### src/include/status_defs.svh
// status reporter widths, register address and byte count defines
`ifndef STATUS_DEFS_SVH
`define STATUS_DEFS_SVH

// destination register for every status message
`define STATUS_REG_ADDR 8'h07 // shown on ad whenever no payload byte is out

// width of the parallel status word coming in
`define STATUS_PAYLOAD_BITS 15 // raw status width

// status padded so status + sequence fill whole bytes
`define STATUS_ALIGNED_BITS 18 // 18 + 6 = 24 bits = 3 payload bytes

// message length on the byte bus
`define STATUS_NUM_BYTES 4 // address byte + 3 payload bytes

// sequence number carried in payload byte 0
`define STATUS_SEQ_BITS 6 // upper six bits of byte 0, also low bits of wd

// Payload byte layout after the address byte
//   byte 0 : seq[5:0], status[1:0]
//   byte 1 : status[9:2]
//   byte 2 : 3'b000, status[14:10]
// rq stays high on address, byte 0, byte 1 and drops on byte 2
//
// Command byte written with we
//   wd[7:6] : mode
//   wd[5:0] : sequence number

`endif

### src/verilog/status_pkg.sv
// status reporter types: mode enum, status word, sequence and byte types
`include "status_defs.svh"

package status_pkg;

    // command modes, encoding taken from wd[7:6]
    typedef enum logic [1:0] {
        MODE_OFF       = 2'd0, // no messages generated
        MODE_SINGLE    = 2'd1, // one message per command write
        MODE_AUTO_KEEP = 2'd2, // message on status change, seq unchanged
        MODE_AUTO_INC  = 2'd3  // message on status change, seq +1 per message
    } status_mode_t;

    // raw status word as sampled from the input
    typedef logic [`STATUS_PAYLOAD_BITS-1:0] status_word_t;

    // sequence number inserted into payload byte 0
    typedef logic [`STATUS_SEQ_BITS-1:0] status_seq_t;

    // one byte on the command or address/data bus
    typedef logic [7:0] status_byte_t;

    // Notes on use
    //   mode[1] set means an automatic mode, so
    //   status changes alone trigger messages.
    //   MODE_SINGLE relies only on the pending flag
    //   that is raised by the command write.

endpackage

### src/verilog/status_command.sv
// mode register, sequence counter, pending flag and send request
`timescale 1ns/1ps
`include "status_defs.svh"

module status_command import status_pkg::*; (
    input  logic         rst,            // clock
    input  logic         clk,            // async reset, active high
    input  logic         we,             // command write strobe
    input  status_byte_t wd,             // {mode, seq}
    input  logic         start,          // downstream took the address byte
    input  logic         status_changed, // sticky change flag from sampler
    output logic         send_req,       // message is due
    output status_seq_t  seq             // sequence number for payload byte 0
);

    status_mode_t mode;     // current mode
    status_mode_t wd_mode;  // mode field of the command byte
    status_seq_t  wd_seq;   // seq field of the command byte
    logic         cmd_pend; // command written, message not yet started
    logic         auto_on;  // one of the automatic modes

    assign wd_mode = status_mode_t'(wd[7:6]);
    assign wd_seq  = wd[`STATUS_SEQ_BITS-1:0];
    assign auto_on = (mode == MODE_AUTO_KEEP) || (mode == MODE_AUTO_INC);

    // pending command or an automatic mode that has seen a change
    assign send_req = cmd_pend || (auto_on && status_changed);

    always_ff @(posedge rst or posedge clk) begin
        if (clk) begin
            mode <= MODE_OFF;
        end else if (we) begin
            mode <= wd_mode;           // takes effect on the write edge
        end
    end

    always_ff @(posedge rst or posedge clk) begin
        if (clk) begin
            seq <= '0;
        end else if (we) begin
            seq <= wd_seq;             // write wins over increment
        end else if (start && (mode == MODE_AUTO_INC)) begin
            seq <= seq + status_seq_t'(1); // wraps at 64
        end
    end

    always_ff @(posedge rst or posedge clk) begin
        if (clk) begin
            cmd_pend <= 1'b0;
        end else if (we && (wd_mode != MODE_OFF)) begin
            cmd_pend <= 1'b1;          // any non-off write asks for one message
        end else if (start) begin
            cmd_pend <= 1'b0;          // message accepted downstream
        end
    end

    // sequence number moves only on a command write or an accepted message
    a_seq_change: assert property (
        @(posedge rst) disable iff (clk)
        (seq != $past(seq)) |-> ($past(we) || $past(start))
    ) else $error("sequence number changed without we or start");

endmodule

### src/verilog/status_sampler.sv
// input register, frozen last-sent status and sticky change flag
`timescale 1ns/1ps

module status_sampler import status_pkg::*; (
    input  logic         rst,            // clock
    input  logic         clk,            // async reset, active high
    input  status_word_t status,         // free running, maybe other domain
    input  logic         start,          // message accepted, freeze now
    output status_word_t status_sync,    // status one cycle later
    output logic         status_changed  // differs from last sent value
);

    status_word_t status_sent; // copy of what went out with the last message
    logic         differs;     // registered vs frozen, combinational

    assign differs = (status_sync != status_sent);

    // input register, always on
    always_ff @(posedge rst or posedge clk) begin
        if (clk) begin
            status_sync <= '0;
        end else begin
            status_sync <= status;     // one cycle latency
        end
    end

    // frozen copy, updated with the value that goes into the payload
    always_ff @(posedge rst or posedge clk) begin
        if (clk) begin
            status_sent <= '0;
        end else if (start) begin
            status_sent <= status_sync; // same value the serializer loads
        end
    end

    // sticky flag, a change that reverts before start still counts
    always_ff @(posedge rst or posedge clk) begin
        if (clk) begin
            status_changed <= 1'b0;
        end else if (start) begin
            status_changed <= 1'b0;    // current value is being sent
        end else begin
            status_changed <= status_changed || differs;
        end
    end

    // Timing summary
    //   status      -> status_sync     : 1 cycle
    //   status_sync -> status_changed  : 1 cycle
    //   status_changed -> rq           : 1 cycle (via send_req)
    // so a status change reaches rq three edges after it
    // appears on the input, when an automatic mode is set

endmodule

### src/verilog/status_serializer.sv
// request shift register and payload byte shifter driving rq and ad
`timescale 1ns/1ps
`include "status_defs.svh"

module status_serializer import status_pkg::*; (
    input  logic         rst,         // clock
    input  logic         clk,         // async reset, active high
    input  logic         send_req,    // message due
    input  logic         start,       // address byte accepted
    input  status_seq_t  seq,         // sequence number for byte 0
    input  status_word_t status_sync, // registered status
    output logic         rq,          // request, low on last byte
    output status_byte_t ad           // address or payload byte
);

    localparam int DATA_BITS = (`STATUS_NUM_BYTES - 1) * 8; // payload bytes only

    logic [`STATUS_NUM_BYTES-2:0]  rq_sr;          // one bit per cycle rq stays high
    logic [DATA_BITS-1:0]          data_sr;        // payload, byte 0 in the low byte
    logic [`STATUS_ALIGNED_BITS-1:0] aligned_status; // zero padded status
    logic [DATA_BITS-1:0]          payload;        // assembled at start
    logic [DATA_BITS-1:0]          addr_word;      // idle content of data_sr
    logic                          snd_rest;       // bytes 1 and 2 shifting out

    assign aligned_status = {{(`STATUS_ALIGNED_BITS-`STATUS_PAYLOAD_BITS){1'b0}}, status_sync};

    // status[1:0] share byte 0 with seq, the rest fills bytes 1 and 2
    assign payload = {aligned_status[`STATUS_ALIGNED_BITS-1:2], seq, aligned_status[1:0]};

    assign addr_word = DATA_BITS'(`STATUS_REG_ADDR);

    assign rq = rq_sr[0];

    // top bit gone after start, low bit still set while bytes remain
    assign snd_rest = rq_sr[0] && !rq_sr[`STATUS_NUM_BYTES-2];

    assign ad = data_sr[7:0];

    // request shift register
    //   111 : waiting for start, address showing
    //   011 : byte 0
    //   001 : byte 1
    //   000 : byte 2, rq low
    always_ff @(posedge rst or posedge clk) begin
        if (clk) begin
            rq_sr <= '0;
        end else if (send_req && !rq_sr[0]) begin
            rq_sr <= '1;               // new message, raise rq
        end else if (start || !rq_sr[`STATUS_NUM_BYTES-2]) begin
            rq_sr <= rq_sr >> 1;       // first shift on start, then every cycle
        end
    end

    // byte shifter, address whenever nothing is being sent
    always_ff @(posedge rst or posedge clk) begin
        if (clk) begin
            data_sr <= addr_word;      // ad shows the address out of reset
        end else if (start) begin
            data_sr <= payload;        // status and seq as held at this edge
        end else if (snd_rest) begin
            data_sr <= data_sr >> 8;   // next payload byte
        end else begin
            data_sr <= addr_word;      // back to address after byte 2
        end
    end

    // downstream acknowledges only an active request
    a_start_needs_rq: assert property (
        @(posedge rst) disable iff (clk)
        start |-> rq
    ) else $error("start seen while rq is low");

    // fixed schedule after start: rq on bytes 0 and 1, low on byte 2
    a_rq_schedule: assert property (
        @(posedge rst) disable iff (clk)
        start |=> rq ##1 rq ##1 !rq
    ) else $error("rq held beyond two cycles after start");

endmodule

### src/verilog/status_gen_top.sv
// byte-serial status reporter top connecting command, sampler and serializer
`timescale 1ns/1ps

module status_gen_top import status_pkg::*; (
    input  logic         rst,    // clock
    input  logic         clk,    // async reset, active high
    input  logic         we,     // command strobe
    input  status_byte_t wd,     // command byte, mode in [7:6]
    input  status_word_t status, // parallel status, free running
    input  logic         start,  // downstream accepted the address byte
    output status_byte_t ad,     // address / payload byte
    output logic         rq      // request, low on the last byte
);

    status_word_t status_sync;    // registered status
    logic         status_changed; // sticky, cleared on start
    logic         send_req;       // message due
    status_seq_t  seq;            // current sequence number

    status_command u_command (
        .rst            (rst),
        .clk            (clk),
        .we             (we),
        .wd             (wd),
        .start          (start),
        .status_changed (status_changed),
        .send_req       (send_req),
        .seq            (seq)
    );

    status_sampler u_sampler (
        .rst            (rst),
        .clk            (clk),
        .status         (status),
        .start          (start),
        .status_sync    (status_sync),
        .status_changed (status_changed)
    );

    status_serializer u_serializer (
        .rst            (rst),
        .clk            (clk),
        .send_req       (send_req),
        .start          (start),
        .seq            (seq),
        .status_sync    (status_sync),
        .rq             (rq),
        .ad             (ad)
    );

endmodule

### config.mk
export PLATFORM = sky130hd
export DESIGN_NAME = status_gen_top
export DESIGN_NICKNAME = d
export VERILOG_FILES = /design/src/verilog/status_pkg.sv /design/src/verilog/status_command.sv /design/src/verilog/status_sampler.sv /design/src/verilog/status_serializer.sv /design/src/verilog/status_gen_top.sv
export VERILOG_INCLUDE_DIRS = /design/src /design/src/include
export SDC_FILE = /design/constraint.sdc
export NUM_CORES = 1
export LEC_CHECK = 0
export BUFFER_PORTS_ARGS = -buffer_cell sky130_fd_sc_hd__buf_2
export CORE_MARGIN = 2
export CORE_UTILIZATION = 55
export CTS_CLUSTER_DIAMETER = 80
export DETAILED_ROUTE_END_ITERATION = 12
export PLACE_DENSITY = 0.82
export SLEW_MARGIN = 20
export SYNTH_ARGS = -nofsm -noshare
export SYNTH_HDL_FRONTEND = slang
export SYNTH_SLANG_ARGS = --single-unit
### constraint.sdc
create_clock -name rst -period 2.3 [get_ports rst]
set_clock_uncertainty 0.05 [all_clocks]
set_input_delay 0.345 -clock rst [delete_from_list [all_inputs] [get_ports rst]]
set_output_delay 0.345 -clock rst [all_outputs]
set_load 0.02 [all_outputs]
==> impl_results.md <==
- Area leader, netlist: dfrtp_1
- Initial antenna violation count: 0
- Finished Layout Cells: 273
- Post-synthesis xor/xnor area fraction: 7.12%
- Crit path DAT: 0.99 ns
- Share of cells above drive strength 1: 31.7%
- Syn Nets: 212
- CP Data Required Time: 1.90 ns
- Peak VDD IR: 561 µV
- Hold Crit Class: input port to asynchronous set/reset pin
- Slack of the critical path: 0.912 ns
- Reg2reg path depth: 3
- Synth Area in Adders: 0.509%
- Fin. Hold Viols: 0
- Post_cts resized: 0
- Yosys reg bits: 64
- Inst Count DP: 258
- Largest family of logic cells by synthesized area: multiplexers
- Post-CTS Setup Inserts: 0
- Die area: 0.00502 mm²
- Top cells by area, synth: dfrtp_1 (62%), mux2_2 (7.8%), xor2_1 (3.9%), a22o_1 (3.6%), dfstp_2 (3.2%)
- Crit-path slowest cell: dfstp_2
- Slew margin rel.: 61.2%
- Core Box Area: 0.00432 mm²
- Post-Place Worst Slack: 0.689 ns
- Routed vias/inst: 5.08
- Total track usage: 17.4%
- CTS Sinks: 64
- Clk_lat worst skew: 0.33 ns
- Fin crit share: 60.3%
- Yosys cell types: 24
- Total grt overflow: 0
- Worst-Margin Slew: 0.581 ns
- Synth Area in Compound Gates: 6.46%
- CP startpoint kind: flip-flop
- Syn avg cell area: 13.4 µm²
- CP max stage delay: 0.51 ns
- Reg2reg setup slack: 1.04 ns
- WS Path Type: flip-flop to output pin
- Die X: 70.9 µm
- Tmin final: 1.39 ns
- Root buf cell: clkbuf_8
- Crit end category: output pin
- TritonCTS clock tree: done
- DRC Markers: 0
- Layout area overhead: 13.9%
- Cell family with most CP delay: flip-flops
- Ys Warns: 0
- Post-Route WL: 3680 µm
- Highest clock rate: 0.721 GHz
- Vias in the first global route: 1412
- Simple-gate area share of the yosys netlist: 7.53%
- CTS Hold Bufs: 0
- Post-synthesis mux area share: 8.60%
- Post-route ant nets: 0
- Worst Path Buf+Inv: 1
- Crit path cell chain: buf_2
- Status: complete, no violations
- Hold Slack: 0.0215 ns
- Final net count: 245
- Via count: 1388
- Top Ports: 36
- Worst-case clock buffer depth: 2
- FF-to-FF End: u_sampler.status_changed
- Final Power: 2.49 mW
- Largest net degree at the start of global routing: 38
- FF-to-FF Start: u_sampler.status_sync[4]
- Sequential element share of the synthesized area: 65.3%
- # fillers: 339
- CP max FO: 1
- # setup viols final: 0
- Synth Cell Area: 0.00246 mm²
- Synthesized instance count: 184
- Max-cap violations: 0
- DR pass1 iterations: 4
- H-tree depth: 3
- Max Transition Viols Final: 0
- Post-synth top area share: 62.1%
- Critical path depth in cells: 1
- GP Congestion: 0.705
- Routed length per instance: 13.5 µm
- Initial Utilization: 56.9%
- Pwr per Cell Area: 890 mW/mm²
- Setup TNS: 0 ns
- Clk pin slew, worst setup/hold paths: 0.06 ns
- Initial DRC count: 55
- Hpwl dp: 2570 µm
- RSZ-0062 raised after global routing: false
- # port buffers: 35
- First-pass GRT wire length: 6410 µm
- Die Y: 70.9 µm
- Leakage: 1.31 nW
- N_diodes: 0
- TritonCTS buffer count: 9
- Site row count: 24
## state kept, by name, indices dropped and copies added (netlist names)
signal,flops
u_serializer.rq_sr,3
u_sampler.status_sync,15
u_sampler.status_changed,1
u_serializer.data_sr,21
u_command.cmd_pend,1
u_command.mode,2
u_command.seq,6
u_sampler.status_sent,15
## per-layer routing
layer | up-vias | track usage (%) | part of all wire (%)
met5 | - | 0 | 0
li1 | 677 | - | -
met4 | 0 | 6.29 | 1.9
met1 | 672 | 21.5 | 44
met3 | 6 | 8.97 | 5.6
met2 | 33 | 26.6 | 48
## cells in the final DEF, fill, tap and decap left out, types with 2 or more instances in the layout
| cell | synthesis | routed |
|---|---|---|
| nor4_1 | 2 | 2 |
| clkbuf_1 | 2 | 4 |
| buf_2 | 5 | 35 |
| inv_1 | 5 | 4 |
| mux2_2 | 17 | 17 |
| xnor2_1 | 9 | 9 |
| xor2_1 | 11 | 11 |
| o21ai_0 | 6 | 6 |
| and2_1 | 9 | 9 |
| a21oi_1 | 4 | 4 |
| and3_1 | 2 | 2 |
| o21ai_1 | 3 | 3 |
| dfrtp_1 | 61 | 61 |
| nand4_1 | 5 | 5 |
| a22o_1 | 10 | 10 |
| mux2i_1 | 2 | 2 |
| dfstp_2 | 3 | 3 |
| clkbuf_8 | 0 | 11 |
| nand2_1 | 11 | 11 |
| nor2_1 | 5 | 5 |
## Yosys cell counts
master and n:
or2_2 1, a31oi_1 1, ha_1 1, inv_1 5, o21ai_0 6, a22o_1 10, xor2_1 11, nand2b_1 1
xnor2_1 9, buf_2 5, mux2i_1 2, o21ai_1 3, nor4_1 2, and2_1 9, nand2_1 11, dfrtp_1 61
nand4_1 5, mux2_2 17, clkbuf_1 2, and3_1 2, a21oi_1 4, nor2_1 5, dfstp_2 3, buf_4 8
## cells by family after synthesis
logic type	Yosys count
fa+ha+maj	1
simple gates	36
mux	19
flops	64
compound gates	24
buf+inv	20
xor+xnor	20
## stage by stage
stage	instance area [µm²]	util [%]
2_1_floorplan	2460	-
3_3_place_gp	2640	60.9
3_5_place_dp	2640	60.9
4_1_cts	2800	64.8
5_1_grt	2800	64.8
6_report	2800	64.8
## how the worst max path moves through the flow
stage | end | slack [ns] | startpoint
finish | ad[2] | 0.91 | u_serializer.data_sr[2]
global route | ad[2] | 0.87 | u_serializer.data_sr[2]
CTS | ad[2] | 0.88 | u_serializer.data_sr[2]
detailed placement | u_serializer.rq_sr[0] | 0.69 | start
global placement | u_serializer.rq_sr[0] | 0.75 | start
floorplan | u_command.cmd_pend | 0.31 | clk
## area by class of cell
| class | count | area [µm²] | share of cell area, % |
|---|---|---|---|
| tap | 52 | 65.1 | 2.32 |
| inverter | 5 | 18.8 | 0.670 |
| timing repair buffer | 37 | 203 | 7.24 |
| multi-input combinational | 100 | 743 | 26.5 |
| sequential | 64 | 1610 | 57.3 |
| clock buffer | 15 | 166 | 5.94 |
## report_power, final
group	leakage (nW)	switching [mW]	internal, mW
Sequential	0.767	0.0788	1.26
Combinational	0.458	0.185	0.155
Clock	0.0838	0.368	0.446
No activity file was read; power rests on OpenSTA's default activity.
